## src/video_pkg.sv

```systemverilog
// video pixel types
// ARGB4444 input pixels, RGB444 output pixels and the widened
// channel, product and sum vectors of the blend datapath

package video_pkg;

    // ARGB4444 pixel, alpha in [15:12], then red, green, blue
    typedef logic [15:0] argb_t;

    // RGB444 output pixel
    typedef logic [11:0] rgb_t;

    // single colour channel or alpha nibble
    typedef logic [3:0]  nibble_t;

    // channel or weight widened to 8 bits
    typedef logic [7:0]  chan8_t;

    // 8x8 channel times weight
    typedef logic [15:0] product_t;

    // two 7-bit product tops added, bit 7 is overflow
    typedef logic [7:0]  sum_t;

    // flag bits carried in the alpha nibble of pixel A
    localparam int A_OPAQUE_BIT = 15;      // A drawn at full weight
    localparam int A_HIDE_B_BIT = 14;      // B contributes nothing

    // nibble repeat, 0xA -> 0xAA, keeps 0 and F exact
    function automatic chan8_t widen(input nibble_t n);
        return {n, n};
    endfunction

endpackage

```

## src/blend_pkg.sv

```systemverilog
// blend pipeline constants
// latency of the three-stage blender, the two weight extremes and
// the bit positions used when the products are summed and clipped

package blend_pkg;

    // widen, multiply, combine
    localparam int BLEND_LATENCY = 3;

    // weight applied to an opaque A pixel
    localparam video_pkg::chan8_t WEIGHT_FULL = 8'hFF;
    // weight applied to a hidden B pixel
    localparam video_pkg::chan8_t WEIGHT_NONE = 8'h00;

    // product bits carried into the sum
    localparam int PROD_KEEP_MSB = 15;
    localparam int PROD_KEEP_LSB = 9;

    // sum overflow bit, result nibble sits just below it
    localparam int SAT_BIT = 7;

endpackage

```

## src/alpha_select.sv

```systemverilog
// blend stage 1
// widens the six colour nibbles of pixels A and B to 8 bits and
// picks the two blend weights from B's alpha, steered by the
// opaque and hide-B flags of pixel A

`timescale 1ns/1ps

module alpha_select (
    input  logic               clk,
    input  logic               rst_n_i,
    input  video_pkg::argb_t   color_a_i,
    input  video_pkg::argb_t   color_b_i,
    output video_pkg::chan8_t  a_r_o,
    output video_pkg::chan8_t  a_g_o,
    output video_pkg::chan8_t  a_b_o,
    output video_pkg::chan8_t  b_r_o,
    output video_pkg::chan8_t  b_g_o,
    output video_pkg::chan8_t  b_b_o,
    output video_pkg::chan8_t  weight_a_o,
    output video_pkg::chan8_t  weight_b_o
);

    import video_pkg::*;
    import blend_pkg::*;

    nibble_t alpha_b;                              // B alpha nibble

    assign alpha_b = color_b_i[15:12];

    always_ff @(posedge clk or negedge rst_n_i) begin
        if (!rst_n_i) begin
            a_r_o      <= '0;
            a_g_o      <= '0;
            a_b_o      <= '0;
            b_r_o      <= '0;
            b_g_o      <= '0;
            b_b_o      <= '0;
            weight_a_o <= '0;
            weight_b_o <= '0;
        end else begin
            a_r_o      <= widen(color_a_i[11:8]);  // A red
            a_g_o      <= widen(color_a_i[7:4]);   // A green
            a_b_o      <= widen(color_a_i[3:0]);   // A blue
            b_r_o      <= widen(color_b_i[11:8]);  // B red
            b_g_o      <= widen(color_b_i[7:4]);   // B green
            b_b_o      <= widen(color_b_i[3:0]);   // B blue

            // A weight is full or 1 - alpha B
            if (color_a_i[A_OPAQUE_BIT]) begin
                weight_a_o <= WEIGHT_FULL;
            end else begin
                weight_a_o <= widen(~alpha_b);
            end

            // B weight is alpha B unless A hides it
            if (color_a_i[A_HIDE_B_BIT]) begin
                weight_b_o <= WEIGHT_NONE;
            end else begin
                weight_b_o <= widen(alpha_b);
            end
        end
    end

endmodule

```

## src/channel_mac.sv

```systemverilog
// blend stage 2, one colour channel
// registered pair of unsigned 8x8 multiplies, A channel by A weight
// and B channel by B weight, as a dual-multiplier DSP would do

`timescale 1ns/1ps

module channel_mac (
    input  logic                clk,
    input  logic                rst_n_i,
    input  video_pkg::chan8_t   chan_a_i,
    input  video_pkg::chan8_t   chan_b_i,
    input  video_pkg::chan8_t   weight_a_i,
    input  video_pkg::chan8_t   weight_b_i,
    output video_pkg::product_t prod_a_o,
    output video_pkg::product_t prod_b_o
);

    import video_pkg::*;

    product_t mul_a;                               // A side product
    product_t mul_b;                               // B side product

    always_comb begin
        mul_a = product_t'(chan_a_i) * product_t'(weight_a_i);
        mul_b = product_t'(chan_b_i) * product_t'(weight_b_i);
    end

    always_ff @(posedge clk or negedge rst_n_i) begin
        if (!rst_n_i) begin
            prod_a_o <= '0;
            prod_b_o <= '0;
        end else begin
            prod_a_o <= mul_a;                     // max FF*FF fits 16 bits
            prod_b_o <= mul_b;
        end
    end

endmodule

```

## src/blend_combine.sv

```systemverilog
// blend stage 3
// adds the upper 7 bits of each A/B product pair, clips each
// channel to F on overflow and blanks the pixel outside display

`timescale 1ns/1ps

module blend_combine (
    input  logic                clk,
    input  logic                rst_n_i,
    input  logic                de_i,
    input  video_pkg::product_t prod_ar_i,
    input  video_pkg::product_t prod_br_i,
    input  video_pkg::product_t prod_ag_i,
    input  video_pkg::product_t prod_bg_i,
    input  video_pkg::product_t prod_ab_i,
    input  video_pkg::product_t prod_bb_i,
    output video_pkg::rgb_t     blend_rgb_o
);

    import video_pkg::*;
    import blend_pkg::*;

    sum_t sum_r;                                   // red, bit 7 overflow
    sum_t sum_g;
    sum_t sum_b;

    // kept product tops, zero extended into the sum width
    function automatic sum_t add_tops(input product_t pa, input product_t pb);
        return sum_t'(pa[PROD_KEEP_MSB:PROD_KEEP_LSB])
             + sum_t'(pb[PROD_KEEP_MSB:PROD_KEEP_LSB]);
    endfunction

    // clip on overflow, else the four bits under it
    function automatic nibble_t clip(input sum_t s);
        return s[SAT_BIT] ? 4'hF : s[SAT_BIT-1 -: 4];
    endfunction

    always_comb begin
        sum_r = add_tops(prod_ar_i, prod_br_i);
        sum_g = add_tops(prod_ag_i, prod_bg_i);
        sum_b = add_tops(prod_ab_i, prod_bb_i);
    end

    always_ff @(posedge clk or negedge rst_n_i) begin
        if (!rst_n_i) begin
            blend_rgb_o <= '0;
        end else if (de_i) begin
            blend_rgb_o <= {clip(sum_r), clip(sum_g), clip(sum_b)};
        end else begin
            blend_rgb_o <= '0;                     // black in blanking
        end
    end

endmodule

```

## src/sync_delay.sv

```systemverilog
// timing signal delay
// shifts hsync, vsync and display enable DEPTH cycles so they leave
// with the matching pixel, and taps enable one stage early for
// the blanking decision in the last colour stage

`timescale 1ns/1ps

module sync_delay #(
    parameter int DEPTH = 3                        // at least 2
) (
    input  logic clk,
    input  logic rst_n_i,
    input  logic hsync_i,
    input  logic vsync_i,
    input  logic de_i,
    output logic de_mid_o,
    output logic hsync_o,
    output logic vsync_o,
    output logic de_o
);

    logic [2:0] sync_q [DEPTH];                    // {de, vsync, hsync} per stage

    always_ff @(posedge clk or negedge rst_n_i) begin
        if (!rst_n_i) begin
            for (int i = 0; i < DEPTH; i++) begin
                sync_q[i] <= '0;
            end
        end else begin
            sync_q[0] <= {de_i, vsync_i, hsync_i};
            for (int i = 1; i < DEPTH; i++) begin
                sync_q[i] <= sync_q[i-1];
            end
        end
    end

    assign de_mid_o = sync_q[DEPTH-2][2];          // DEPTH-1 cycles late
    assign de_o     = sync_q[DEPTH-1][2];
    assign vsync_o  = sync_q[DEPTH-1][1];
    assign hsync_o  = sync_q[DEPTH-1][0];

endmodule

```

## src/blend_top.sv

```systemverilog
// two-layer ARGB4444 pixel blender
// three-stage pipeline, widen and weigh, multiply, then add, clip
// and blank, with the video timing delayed to match

`timescale 1ns/1ps

module blend_top #(
    parameter int SYNC_DEPTH = blend_pkg::BLEND_LATENCY
) (
    input  logic             clk,
    input  logic             rst_n_i,
    input  logic             vsync_i,
    input  logic             hsync_i,
    input  logic             dv_de_i,
    input  video_pkg::argb_t color_a_i,
    input  video_pkg::argb_t color_b_i,
    output video_pkg::rgb_t  blend_rgb_o,
    output logic             hsync_o,
    output logic             vsync_o,
    output logic             dv_de_o
);

    import video_pkg::*;

    chan8_t   a_r, a_g, a_b;                       // widened A channels
    chan8_t   b_r, b_g, b_b;                       // widened B channels
    chan8_t   weight_a;
    chan8_t   weight_b;
    product_t prod_ar, prod_br;                    // red products
    product_t prod_ag, prod_bg;                    // green products
    product_t prod_ab, prod_bb;                    // blue products
    logic     de_mid;                              // enable aligned with products

    alpha_select u_alpha_select (
        .clk        (clk),
        .rst_n_i    (rst_n_i),
        .color_a_i  (color_a_i),
        .color_b_i  (color_b_i),
        .a_r_o      (a_r),
        .a_g_o      (a_g),
        .a_b_o      (a_b),
        .b_r_o      (b_r),
        .b_g_o      (b_g),
        .b_b_o      (b_b),
        .weight_a_o (weight_a),
        .weight_b_o (weight_b)
    );

    channel_mac u_mac_r (
        .clk(clk), .rst_n_i(rst_n_i),
        .chan_a_i(a_r), .chan_b_i(b_r),
        .weight_a_i(weight_a), .weight_b_i(weight_b),
        .prod_a_o(prod_ar), .prod_b_o(prod_br)
    );

    channel_mac u_mac_g (
        .clk(clk), .rst_n_i(rst_n_i),
        .chan_a_i(a_g), .chan_b_i(b_g),
        .weight_a_i(weight_a), .weight_b_i(weight_b),
        .prod_a_o(prod_ag), .prod_b_o(prod_bg)
    );

    channel_mac u_mac_b (
        .clk(clk), .rst_n_i(rst_n_i),
        .chan_a_i(a_b), .chan_b_i(b_b),
        .weight_a_i(weight_a), .weight_b_i(weight_b),
        .prod_a_o(prod_ab), .prod_b_o(prod_bb)
    );

    blend_combine u_blend_combine (
        .clk         (clk),
        .rst_n_i     (rst_n_i),
        .de_i        (de_mid),
        .prod_ar_i   (prod_ar),
        .prod_br_i   (prod_br),
        .prod_ag_i   (prod_ag),
        .prod_bg_i   (prod_bg),
        .prod_ab_i   (prod_ab),
        .prod_bb_i   (prod_bb),
        .blend_rgb_o (blend_rgb_o)
    );

    sync_delay #(
        .DEPTH (SYNC_DEPTH)
    ) u_sync_delay (
        .clk      (clk),
        .rst_n_i  (rst_n_i),
        .hsync_i  (hsync_i),
        .vsync_i  (vsync_i),
        .de_i     (dv_de_i),
        .de_mid_o (de_mid),
        .hsync_o  (hsync_o),
        .vsync_o  (vsync_o),
        .de_o     (dv_de_o)
    );

endmodule

```

## config.mk

```make
export PLATFORM = sky130hd
export DESIGN_NAME = blend_top
export DESIGN_NICKNAME = d
export VERILOG_FILES = /design/src/video_pkg.sv /design/src/blend_pkg.sv /design/src/alpha_select.sv /design/src/channel_mac.sv /design/src/blend_combine.sv /design/src/sync_delay.sv /design/src/blend_top.sv
export SDC_FILE = /design/constraint.sdc
export NUM_CORES = 1
export LEC_CHECK = 0
export BUFFER_PORTS_ARGS = -buffer_cell sky130_fd_sc_hd__buf_2
export CAP_MARGIN = 10
export CORE_MARGIN = 3
export CORE_UTILIZATION = 65
export CTS_CLUSTER_DIAMETER = 120
export CTS_CLUSTER_SIZE = 25
export DETAILED_ROUTE_END_ITERATION = 10
export GPL_ROUTABILITY_DRIVEN = 0
export HOLD_SLACK_MARGIN = 0.06
export PLACE_DENSITY = 0.83
export SLEW_MARGIN = 10
export SYNTH_ARGS = -nofsm -noshare
export SYNTH_HDL_FRONTEND = slang
export SYNTH_SLANG_ARGS = --single-unit
```

## constraint.sdc

```tcl
create_clock -name clk -period 6.2 [get_ports clk]
set_clock_uncertainty 0.05 [all_clocks]
set_input_delay 0.93 -clock clk [delete_from_list [all_inputs] [get_ports clk]]
set_output_delay 0.93 -clock clk [all_outputs]
set_load 0.05 [all_outputs]
```

==> results of run 1 <==
[sequential cells by signal (all words and copies together) (netlist names), 5 cells and up]
signal	cells
u_blend_combine.blend_rgb_o	12
u_mac_b.prod_a_o	7
u_mac_b.prod_b_o	7
u_mac_g.prod_a_o	7
u_mac_g.prod_b_o	7
u_mac_r.prod_a_o	7
u_mac_r.prod_b_o	7
u_sync_delay.sync_q	5
[critical path, cell delays in order (launching register included)]
cell,delay (ns)
sky130_fd_sc_hd__dfrtp_1,0.74
sky130_fd_sc_hd__nand2_1,0.34
sky130_fd_sc_hd__fa_1,0.58
sky130_fd_sc_hd__fa_1,0.52
sky130_fd_sc_hd__inv_1,0.06
sky130_fd_sc_hd__fa_1,0.54
sky130_fd_sc_hd__inv_1,0.06
sky130_fd_sc_hd__fa_1,0.54
sky130_fd_sc_hd__inv_1,0.05
sky130_fd_sc_hd__ha_1,0.30
sky130_fd_sc_hd__a211oi_1,0.22
sky130_fd_sc_hd__o211ai_1,0.16
sky130_fd_sc_hd__a2111oi_1,0.59
sky130_fd_sc_hd__o21ai_1,0.16
sky130_fd_sc_hd__a31oi_1,0.25
sky130_fd_sc_hd__xnor2_1,0.14
[cell type report]
class	instances	area, µm²	area share
inverter	336	1260	0.0942
antenna	1	2.50	0.000187
clock buffer	9	225	0.0168
timing repair buffer	50	255	0.0191
clock inverter	7	81.3	0.00607
multi-input combinational	818	8860	0.662
sequential	95	2380	0.178
tap	260	325	0.0243
[final timing paths]
path | to | slack (ns)
max in group asynchronous | u_alpha_select.b_b_o[6]$_DFF_PN0_ | 4.50
worst min register to register | u_sync_delay.sync_q[4]$_DFF_PN0_ | 0.31
worst max register to register | u_mac_g.prod_b_o[15]$_DFF_PN0_ | 0.81
worst max-delay path | u_mac_g.prod_b_o[15]$_DFF_PN0_ | 0.81
min in group asynchronous | u_alpha_select.a_g_o[5]$_DFF_PN0_ | 0.36
worst min-delay path | u_sync_delay.sync_q[4]$_DFF_PN0_ | 0.31
[metrics by stage]
stage,hold WS (ns),util,instance area (µm²),std cells
CTS,0.312,0.711,13400,1575
detailed placement,0.286,0.695,13100,1559
global route,0.315,0.711,13400,1576
finish,0.309,0.711,13400,1576
global placement,0.284,0.695,13100,1559
floorplan,0.281,-,12500,1260
[synthesized netlist by cell type, types with 5 or more instances]
master                     number  area share
sky130_fd_sc_hd__inv_1        324       0.097
sky130_fd_sc_hd__ha_1         237        0.24
sky130_fd_sc_hd__fa_1         160        0.26
sky130_fd_sc_hd__dfrtp_1       95        0.19
sky130_fd_sc_hd__nand2_1       76       0.023
sky130_fd_sc_hd__xnor2_1       50       0.035
sky130_fd_sc_hd__and2_1        46       0.023
sky130_fd_sc_hd__a21oi_1       30       0.012
sky130_fd_sc_hd__a21o_1        25       0.015
sky130_fd_sc_hd__nor2_1        24      0.0072
sky130_fd_sc_hd__xor2_1        24       0.017
sky130_fd_sc_hd__o21a_1        15      0.0090
sky130_fd_sc_hd__a31o_2        12      0.0084
sky130_fd_sc_hd__inv_2         12      0.0036
sky130_fd_sc_hd__nor2b_1       11      0.0055
sky130_fd_sc_hd__o21ai_1       11      0.0044
sky130_fd_sc_hd__clkbuf_1      10      0.0030
sky130_fd_sc_hd__a31oi_1        9      0.0045
sky130_fd_sc_hd__nand2b_1       8      0.0040
sky130_fd_sc_hd__nand3_1        7      0.0028
sky130_fd_sc_hd__o21ai_0        6      0.0024
sky130_fd_sc_hd__nand4b_1       5      0.0035
sky130_fd_sc_hd__nor3_1         5      0.0020
sky130_fd_sc_hd__o21bai_1       5      0.0030
sky130_fd_sc_hd__o31ai_1        5      0.0030
sky130_fd_sc_hd__or2_1          5      0.0025
[where the power goes]
part           switching [mW]  internal [mW]  total [mW]
combinational            1.64           1.29        2.93
clock                   0.287          0.289       0.575
sequential             0.0864          0.802       0.889
[logic make-up after synthesis]
family	Yosys count
adder cells (fa/ha/maj)	397
buffers and inverters	347
AND/OR/NAND/NOR	202
AO/OA/AOI/OAI	145
flip-flops	95
XOR/XNOR	74
[per-layer routing]
metal,vias up,GRT usage
li1,4046,-
met1,4165,0.308
met2,172,0.438
met3,54,0.0369
met4,0,0.0974
met5,-,0
==> out/qor_table.md, run 1 <==
| Quantity | This run | Unit |
| --- | --- | --- |
| Rel. slew slack | 0.349 | - |
| Count of input and output buffers | 49 | - |
| Detail Placement HPWL | 20400 | µm |
| Proportion of synthesized area in mux cells | 0 | - |
| Source-to-sink clock delay at the later pin of the worst-skew pair | 0.37 | ns |
| Final critical-path setup slack | 0.807 | ns |
| Required time at the worst-slack endpoint | 6.44 | ns |
| Antenna violations before repair | 1 | - |
| Final setup vio count | 0 | - |
| Top library cells by usage in the layout, fill and taps aside | sky130_fd_sc_hd__inv_1 (324), sky130_fd_sc_hd__ha_1 (237), sky130_fd_sc_hd__fa_1 (160) | - |
| Placeable core region | 18800 | µm² |
| Vias per cell | 5.35 | - |
| Setup TNS Final | 0 | ns |
| Worst Hold Class | reg2reg | - |
| Iter 0 DRT Violations | 280 | - |
| Max Clock Freq | 0.185 | GHz |
| Residual DRC | 0 | - |
| Clock period minus worst slack | 5.39 | ns |
| XOR/XNOR Fraction of Synth Area | 0.0517 | - |
| H-tree depth reported by CTS | 3 | - |
| Global-route wire length before repair | 42900 | µm |
| Final total power | 4.39 | mW |
| Timing startpoint of the critical path | u_alpha_select.weight_b_o[4]$_DFF_PN0_ | - |
| Clock-pin transition on the worst setup and hold timing paths | 0.08 | ns |
| Net count, final | 1744 | - |
| Nature of the critical path endpoint | register | - |
| Number of enable-type register cells in the synthesized netlist | 0 | - |
| Detail Route Antenna Nets | 0 | - |
| Origin of the critical flop-to-flop path | u_alpha_select.weight_b_o[4]$_DFF_PN0_ | - |
| Vias in the first global route | 9428 | - |
| CTS resizes | 0 | - |
| Amount of wire on met2 after detailed routing | 12400 | µm |
| CTS tree | yes | - |
| Mean instance size in the synthesized netlist | 9.95 | µm² |
| Type of the setup path with the least slack | reg2reg | - |
| Area fraction in and, or, nand and nor cells after synthesis | 0.0817 | - |
| Filler instances | 1343 | - |
| Die height | 145 | µm |
| Number of register bits inferred by synthesis | 95 | - |
| Compound-gate portion of the synthesized area | 0.0813 | - |
| Hold Fails Final Rpt | 0 | - |
| Clock root buffer | sky130_fd_sc_hd__clkbuf_16 | - |
| Leakage power total | 7.76 | nW |
| Total power divided by cell area | 328 | nW/µm² |
| Adder-cell area share of the yosys netlist | 0.492 | - |
| Met3 WL post-DR | 815 | µm |
| Setup repair after global routing missed its margin | false | - |
| Total via count in the routed design | 8437 | - |
| Top Ports | 52 | - |
| Count of unique library cells instantiated by Yosys | 51 | - |
| Total track usage | 0.248 | - |
| Number of instances in the synthesized netlist | 1260 | - |
| Maximum number of pins on one net before global-route repair | 80 | - |
| Layout overhead on the synthesized area | 6.75 | % |
| Overall die area | 21000 | µm² |
| Routed Wire Length | 23900 | µm |
| Met1 wire length | 9960 | µm |
| Hold Crit Start | u_sync_delay.sync_q[7]$_DFF_PN0_ | - |
| Clock Sinks | 95 | - |
| Post-CTS Setup Repair Bufs | 0 | - |
| Crit path max fanout | 17 | - |
| Element type at the critical path start | register | - |
| Worst hold path depth | 0 | - |
| Overall overflow remaining after global route | 0 | - |
| Final Cycle Share | 0.870 | - |
| 1st-pass router iterations | 5 | - |
| Floorplan row count | 50 | - |
| Worst setup timing slack at the placement stage | 0.872 | ns |
| CTS Buf Count | 9 | - |
| Worst EP arrival | 5.63 | ns |
| Post-synthesis instance area | 12500 | µm² |
| Maximum buffer depth of the clock tree | 2 | - |
| Fraction of final layout cells sized beyond drive strength 1 | 0.0745 | - |
| Max Slew Vio Count | 0 | - |
| Worst reg-to-reg path cell count | 15 | - |
| Most frequent standard cell in the layout excluding fill and tap cells | sky130_fd_sc_hd__inv_1 | - |
| Highest metal layer used by the detailed router | met4 | - |
| Primary flip-flop cell chosen by synthesis mapping | sky130_fd_sc_hd__dfrtp_1 | - |
| Status | complete, no violations | - |
| Per-cell routed wire length | 15.2 | µm |
| Initial core utilization | 0.666 | - |
| Combinational family with the most area after synthesis | adder cells | - |
| Transition at the pin with the smallest max-transition slack | 0.977 | ns |
| Die extent in x | 145 | µm |
| Ys async rst share | 1.00 | - |
| Hold-fix buffer count after cts | 0 | - |
| Synthesis Warnings | 0 | - |
| Maximum ir drop on the vdd rail | 240 | µV |
| Syn Nets | 1694 | - |
| MaxCap Viol Count | 0 | - |
| Share of the yosys chip area belonging to registers | 0.190 | - |
Note: power is estimated with default switching activity, not from simulation.
==> inputs of run 2 (changes only) <==
--- a/config.mk
+++ b/config.mk
@@ -15,6 +15,7 @@
 export GPL_ROUTABILITY_DRIVEN = 0
 export HOLD_SLACK_MARGIN = 0.06
 export PLACE_DENSITY = 0.83
+export RECOVER_POWER = 25
 export SLEW_MARGIN = 10
 export SYNTH_ARGS = -nofsm -noshare
 export SYNTH_HDL_FRONTEND = slang
==> run 2 against run 1 <==
Compared with the run above: sequential power barely moved; clock-buffer cell count unchanged; via count increased by 0.31%; final area barely moved.
==> out/qor_table.md, run 2 (same netlist as run 1, synthesis figures left out) <==
| Quantity | This run | Unit |
| --- | --- | --- |
| Worst setup timing slack at the placement stage | 0.872 | ns |
| Most repeated library cell on the critical path | sky130_fd_sc_hd__fa_1 | - |
| Rel. slew slack | 0.347 | - |
| Max Clock Freq | 0.186 | GHz |
| Placeable core region | 18800 | µm² |
| Buffering stage count on the worst path with inverters included | 3 | - |
| Crit path max-delay family | adder cells | - |
| CP cell instances | nand2_1 > fa_1 > fa_1 > inv_1 > fa_1 > inv_1 > fa_1 > inv_1 > ha_1 > a211oi_1 > o211ai_1 > a2111oi_1 > o21ai_1 > a31oi_1 > xnor2_1 | - |
| Iter 0 DRT Violations | 308 | - |
| Transition at the pin with the smallest max-transition slack | 0.980 | ns |
| Worst reg-to-reg path cell count | 15 | - |
| Final critical-path setup slack | 0.819 | ns |
| Worst hold slack after final layout | 0.309 | ns |
| Worst Hold Endpoint | u_sync_delay.sync_q[4]$_DFF_PN0_ | - |
| Total power divided by cell area | 328 | nW/µm² |
| Initial core utilization | 0.666 | - |
| Worst EP arrival | 5.62 | ns |
| Maximum ir drop on the vdd rail | 240 | µV |
| Antenna violations before repair | 1 | - |
| 1st-pass router iterations | 5 | - |
| Layout overhead on the synthesized area | 6.70 | % |
| Biggest register | u_blend_combine.blend_rgb_o | - |
| Maximum buffer depth of the clock tree | 2 | - |
| CTS tree | yes | - |
| Critical path depth | 15 | - |
| Fraction of final layout cells sized beyond drive strength 1 | 0.0722 | - |
| Capture point of the worst reg-to-reg path | u_mac_g.prod_b_o[15]$_DFF_PN0_ | - |
| Max Slew Vio Count | 0 | - |
| Die height | 145 | µm |
| Total track usage | 0.248 | - |
| Final Cycle Share | 0.868 | - |
| Top Ports | 52 | - |
| Net count, final | 1744 | - |
| Clock root buffer | sky130_fd_sc_hd__clkbuf_16 | - |
| Nature of the critical path endpoint | register | - |
| Vias per cell | 5.37 | - |
| Post-CTS Setup Repair Bufs | 0 | - |
| Total via count in the routed design | 8463 | - |
| Setup repair after global routing missed its margin | false | - |
| CTS resizes | 0 | - |
| Maximum number of pins on one net before global-route repair | 80 | - |
| Number of cells in the design after placement | 1559 | - |
| Top library cells by usage in the layout, fill and taps aside | sky130_fd_sc_hd__inv_1 (324), sky130_fd_sc_hd__ha_1 (237), sky130_fd_sc_hd__fa_1 (160) | - |
| Worst hold path depth | 0 | - |
| Die extent in x | 145 | µm |
| Residual DRC | 0 | - |
| Clock period minus worst slack | 5.38 | ns |
| Final setup vio count | 0 | - |
| Worst Hold Class | reg2reg | - |
| Required time at the worst-slack endpoint | 6.44 | ns |
| Most frequent standard cell in the layout excluding fill and tap cells | sky130_fd_sc_hd__inv_1 | - |
| Final Instance Count excl. Fillers | 1576 | - |
| Maximum cell stage delay along the critical path | 0.74 | ns |
| MaxCap Viol Count | 0 | - |
| Element type at the critical path start | register | - |
| Hold Crit Start | u_sync_delay.sync_q[7]$_DFF_PN0_ | - |
| Per-cell routed wire length | 15.2 | µm |
| Final cell utilization of the core | 0.711 | - |
| Detail Placement HPWL | 20400 | µm |
| Overall die area | 21000 | µm² |
| Clock-pin transition on the worst setup and hold timing paths | 0.08 | ns |
| Count of input and output buffers | 49 | - |
| FF-to-FF setup slack | 0.82 | ns |
| Floorplan row count | 50 | - |
| Clock Sinks | 95 | - |
| Status | complete, no violations | - |
| Type of the setup path with the least slack | reg2reg | - |
| Leakage power total | 7.75 | nW |
| Origin of the critical flop-to-flop path | u_alpha_select.weight_b_o[4]$_DFF_PN0_ | - |
| Hold Fails Final Rpt | 0 | - |
| Crit path max fanout | 17 | - |
| CTS Buf Count | 9 | - |
| Critical Path Slowest Stage Cell | sky130_fd_sc_hd__dfrtp_1 | - |
| Routed Wire Length | 23900 | µm |
| H-tree depth reported by CTS | 3 | - |
| Overall overflow remaining after global route | 0 | - |
| Detail Route Antenna Nets | 0 | - |
| Hold-fix buffer count after cts | 0 | - |
| Global-route wire length before repair | 42900 | µm |
| Source-to-sink clock delay at the later pin of the worst-skew pair | 0.36 | ns |
| Vias in the first global route | 9428 | - |
| Setup TNS Final | 0 | ns |
| Max reg flops | 12 | - |
## run 2: cell count changes in the layout (fill, tap and decap cells not counted), sizes merged
cell and delta:
buf -3, clkbuf +3
## run 2: how the worst max path moves through the flow
stage                     slack [ns]                              startpoint                              to
after floorplan                 1.29  u_alpha_select.weight_b_o[4]$_DFF_PN0_  u_mac_g.prod_b_o[13]$_DFF_PN0_
after global placement          1.00  u_alpha_select.weight_b_o[4]$_DFF_PN0_  u_mac_g.prod_b_o[15]$_DFF_PN0_
after detailed placement        0.87  u_alpha_select.weight_b_o[4]$_DFF_PN0_  u_mac_g.prod_b_o[15]$_DFF_PN0_
after CTS                       0.81  u_alpha_select.weight_b_o[4]$_DFF_PN0_  u_mac_g.prod_b_o[15]$_DFF_PN0_
after global routing            0.52  u_alpha_select.weight_b_o[4]$_DFF_PN0_  u_mac_g.prod_b_o[15]$_DFF_PN0_
final                           0.82  u_alpha_select.weight_b_o[4]$_DFF_PN0_  u_mac_g.prod_b_o[15]$_DFF_PN0_
## run 2: stage by stage
| stage | instance area (µm²) | power [mW] |
|---|---|---|
| 4_1_cts | 13400 | 4.44 |
| 3_3_place_gp | 13100 | 3.69 |
| 2_1_floorplan | 12500 | 3.17 |
| 5_1_grt | 13400 | 4.92 |
| 6_report | 13400 | 4.39 |
| 3_5_place_dp | 13100 | 3.82 |
## run 2: final cells by class
| cell class | count | area, µm² |
|---|---|---|
| sequential | 95 | 2380 |
| clock buffer | 9 | 225 |
| inverter | 336 | 1260 |
| tap | 260 | 325 |
| timing repair buffer | 50 | 249 |
| fill | 1347 | 5450 |
| clock inverter | 7 | 81.3 |
| antenna | 1 | 2.50 |
| multi-input combinational | 818 | 8860 |
## run 2: routing by layer
metal | GRT usage | wire, µm | vias up
met5 | 0 | 0 | -
met4 | 0.0974 | 805 | 0
met3 | 0.0369 | 821 | 59
met2 | 0.438 | 12400 | 177
met1 | 0.308 | 9890 | 4182
li1 | - | - | 4045
## run 2: where the power goes
| group | leakage [nW] | switching, mW | internal, mW |
|---|---|---|---|
| sequential | 1.15 | 0.0873 | 0.802 |
| clock | 0.150 | 0.287 | 0.289 |
| combinational | 6.46 | 1.64 | 1.29 |
## run 2: worst reg2reg max path, stage by stage, from the launching register on
cell and delay (ns):
sky130_fd_sc_hd__dfrtp_1 0.74, sky130_fd_sc_hd__nand2_1 0.34, sky130_fd_sc_hd__fa_1 0.58, sky130_fd_sc_hd__fa_1 0.52, sky130_fd_sc_hd__inv_1 0.06, sky130_fd_sc_hd__fa_1 0.54, sky130_fd_sc_hd__inv_1 0.06, sky130_fd_sc_hd__fa_1 0.54
sky130_fd_sc_hd__inv_1 0.05, sky130_fd_sc_hd__ha_1 0.30, sky130_fd_sc_hd__a211oi_1 0.22, sky130_fd_sc_hd__o211ai_1 0.16, sky130_fd_sc_hd__a2111oi_1 0.59, sky130_fd_sc_hd__o21ai_1 0.16, sky130_fd_sc_hd__a31oi_1 0.24, sky130_fd_sc_hd__xnor2_1 0.14
==> inputs of run 3 (changes only) <==
--- a/config.mk
+++ b/config.mk
@@ -7,14 +7,15 @@
 export LEC_CHECK = 0
 export BUFFER_PORTS_ARGS = -buffer_cell sky130_fd_sc_hd__buf_2
 export CAP_MARGIN = 10
+export CORE_ASPECT_RATIO = 1.2
 export CORE_MARGIN = 3
-export CORE_UTILIZATION = 65
+export CORE_UTILIZATION = 50
 export CTS_CLUSTER_DIAMETER = 120
 export CTS_CLUSTER_SIZE = 25
 export DETAILED_ROUTE_END_ITERATION = 10
 export GPL_ROUTABILITY_DRIVEN = 0
 export HOLD_SLACK_MARGIN = 0.06
-export PLACE_DENSITY = 0.83
+export PLACE_DENSITY = 0.67
 export RECOVER_POWER = 25
 export SLEW_MARGIN = 10
 export SYNTH_ARGS = -nofsm -noshare
==> run 3 against run 2 <==
Compared with the run above: via count shrank 1.8%; global-route usage shrank 5.3 points; flip-flop and latch count is the same; fmax grew 1.5%; worst setup slack gained 0.079 ns; final area grew 0.55%; die area grew 29%; highest routed layer unchanged.
==> out/qor_table.md, run 3 (same netlist as run 1, synthesis figures left out) <==
| Quantity | This run | Unit |
| --- | --- | --- |
| Overall die area | 27000 | µm² |
| Transition at the pin with the smallest max-transition slack | 1.26 | ns |
| Layout overhead on the synthesized area | 7.29 | % |
| Nature of the critical path endpoint | register | - |
| 1st-pass router iterations | 5 | - |
| CTS resizes | 0 | - |
| H-tree depth reported by CTS | 3 | - |
| Element type at the critical path start | register | - |
| Setup repair after global routing missed its margin | false | - |
| Vias in the first global route | 9247 | - |
| Count of input and output buffers | 49 | - |
| Floorplan row count | 62 | - |
| Instance area after placement | 13200 | µm² |
| Initial core utilization | 0.517 | - |
| Required time at the worst-slack endpoint | 6.44 | ns |
| Hold Fails Final Rpt | 0 | - |
| Setup TNS Final | 0 | ns |
| Die height | 179 | µm |
| Clock period minus worst slack | 5.30 | ns |
| Antenna violations before repair | 0 | - |
| CTS Buf Count | 9 | - |
| Non-Filler Cell Area, Final | 13500 | µm² |
| Iter 0 DRT Violations | 276 | - |
| Most frequent standard cell in the layout excluding fill and tap cells | sky130_fd_sc_hd__inv_1 | - |
| Status | complete, no violations | - |
| Total track usage | 0.195 | - |
| Cell Int Power | 2.37 | mW |
| Detail Route Antenna Nets | 0 | - |
| MaxCap Viol Count | 0 | - |
| Crit path max fanout | 15 | - |
| Maximum buffer depth of the clock tree | 2 | - |
| Overall overflow remaining after global route | 0 | - |
| Worst hold slack after final layout | 0.301 | ns |
| Timing startpoint of the critical path | u_alpha_select.weight_a_o[4]$_DFF_PN0_ | - |
| Fraction of final layout cells sized beyond drive strength 1 | 0.0745 | - |
| Max reg flops | 12 | - |
| Net count, final | 1745 | - |
| Per-cell routed wire length | 14.8 | µm |
| Switching portion of total power | 0.455 | - |
| CTS tree | yes | - |
| Max Clock Freq | 0.189 | GHz |
| Total via count in the routed design | 8313 | - |
| Maximum ir drop on the vdd rail | 221 | µV |
| Placeable core region | 24300 | µm² |
| Worst reg-to-reg path cell count | 15 | - |
| Worst EP arrival | 5.55 | ns |
| Final setup vio count | 0 | - |
| Filler instances | 2154 | - |
| Residual DRC | 0 | - |
| Total power divided by cell area | 323 | nW/µm² |
| FF-to-FF setup slack | 0.90 | ns |
| Die extent in x | 151 | µm |
| Global-route wire length before repair | 42400 | µm |
| Crit path to | u_mac_b.prod_a_o[14]$_DFF_PN0_ | - |
| Rel. slew slack | 0.159 | - |
| Clock Sinks | 95 | - |
| Origin of the critical flop-to-flop path | u_alpha_select.weight_a_o[4]$_DFF_PN0_ | - |
| Detail Placement HPWL | 20900 | µm |
| Source-to-sink clock delay at the later pin of the worst-skew pair | 0.36 | ns |
| Clock root buffer | sky130_fd_sc_hd__clkbuf_16 | - |
| Capture point of the worst reg-to-reg path | u_mac_b.prod_a_o[14]$_DFF_PN0_ | - |
| Leakage power total | 7.76 | nW |
| Top Ports | 52 | - |
| Total inserted antenna cells | 0 | - |
| Worst Hold Class | reg2reg | - |
| Vias per cell | 5.08 | - |
| Routed Wire Length | 24200 | µm |
| Biggest register | u_blend_combine.blend_rgb_o | - |
| Final Cycle Share | 0.855 | - |
| Post-CTS Setup Repair Bufs | 0 | - |
| Share of power burned in registers | 0.204 | - |
| Max Slew Vio Count | 0 | - |
| Maximum number of pins on one net before global-route repair | 75 | - |
| Top library cells by usage in the layout, fill and taps aside | sky130_fd_sc_hd__inv_1 (324), sky130_fd_sc_hd__ha_1 (237), sky130_fd_sc_hd__fa_1 (160) | - |
| Hold-fix buffer count after cts | 0 | - |
| Clock group share of total power | 0.129 | - |
| Net load switching power | 1.98 | mW |
| Relative contribution of combinational cells to total power | 0.666 | - |
| Clock-pin transition on the worst setup and hold timing paths | 0.08 | ns |
| Type of the setup path with the least slack | reg2reg | - |
==> run 3: layout make-up <==
type | count | area (µm²) | share of cell area
Clock buffer | 9 | 225 | 0.0167
Timing Repair Buffer | 51 | 259 | 0.0192
Sequential cell | 95 | 2380 | 0.177
Inverter | 336 | 1260 | 0.0937
Clock inverter | 7 | 72.6 | 0.00539
Multi-Input combinational cell | 818 | 8860 | 0.658
Tap cell | 320 | 400 | 0.0298
==> run 3: through the flow <==
stage | std cells | power (mW) | utilization | setup slack (ns)
after floorplan | 1260 | 3.17 | - | 1.29
after global placement | 1620 | 3.75 | 0.542 | 0.974
after detailed placement | 1620 | 3.82 | 0.542 | 0.943
after CTS | 1636 | 4.42 | 0.554 | 0.918
after global routing | 1636 | 4.87 | 0.554 | 0.620
final | 1636 | 4.35 | 0.554 | 0.897
==> run 3: critical path, stage by stage, from the launching register on <==
cell                       delay [ns]
sky130_fd_sc_hd__dfrtp_1         0.75
sky130_fd_sc_hd__nand2_1         0.27
sky130_fd_sc_hd__fa_1            0.59
sky130_fd_sc_hd__inv_1           0.07
sky130_fd_sc_hd__fa_1            0.52
sky130_fd_sc_hd__fa_1            0.50
sky130_fd_sc_hd__inv_1           0.05
sky130_fd_sc_hd__fa_1            0.47
sky130_fd_sc_hd__inv_1           0.04
sky130_fd_sc_hd__ha_1            0.30
sky130_fd_sc_hd__and2_4          0.16
sky130_fd_sc_hd__a221o_1         0.36
sky130_fd_sc_hd__a221oi_2        0.42
sky130_fd_sc_hd__o21ai_2         0.14
sky130_fd_sc_hd__or4b_1          0.48
sky130_fd_sc_hd__nand3_1         0.08
==> run 3: power groups by stage <==
stage	registers, mW	clock network, mW	logic, mW
2_1_floorplan	0.972	0	2.20
3_3_place_gp	0.904	0	2.85
3_5_place_dp	0.903	0	2.91
4_1_cts	0.891	0.584	2.95
5_1_grt	0.903	0.604	3.36
6_report	0.889	0.563	2.90
==> run 3: layer usage <==
metal,track usage,vias to the layer above,routed length (µm)
li1,-,4051,-
met1,0.235,4112,10000
met2,0.359,109,12900
met3,0.0242,41,675
met4,0.0584,0,655
met5,0,-,0
==> run 3: worst min path at each step <==
stage | from | end | cells past startpoint
after global placement | u_sync_delay.sync_q[6]$_DFF_PN0_ | u_sync_delay.sync_q[3]$_DFF_PN0_ | 0
after CTS | u_sync_delay.sync_q[3]$_DFF_PN0_ | u_sync_delay.hsync_o$_DFF_PN0_ | 0
after detailed placement | u_sync_delay.sync_q[3]$_DFF_PN0_ | u_sync_delay.hsync_o$_DFF_PN0_ | 0
final | u_sync_delay.sync_q[3]$_DFF_PN0_ | u_sync_delay.hsync_o$_DFF_PN0_ | 0
after floorplan | u_sync_delay.sync_q[8]$_DFF_PN0_ | u_sync_delay.de_mid_o$_DFF_PN0_ | 0
after global routing | u_sync_delay.sync_q[7]$_DFF_PN0_ | u_sync_delay.sync_q[4]$_DFF_PN0_ | 0
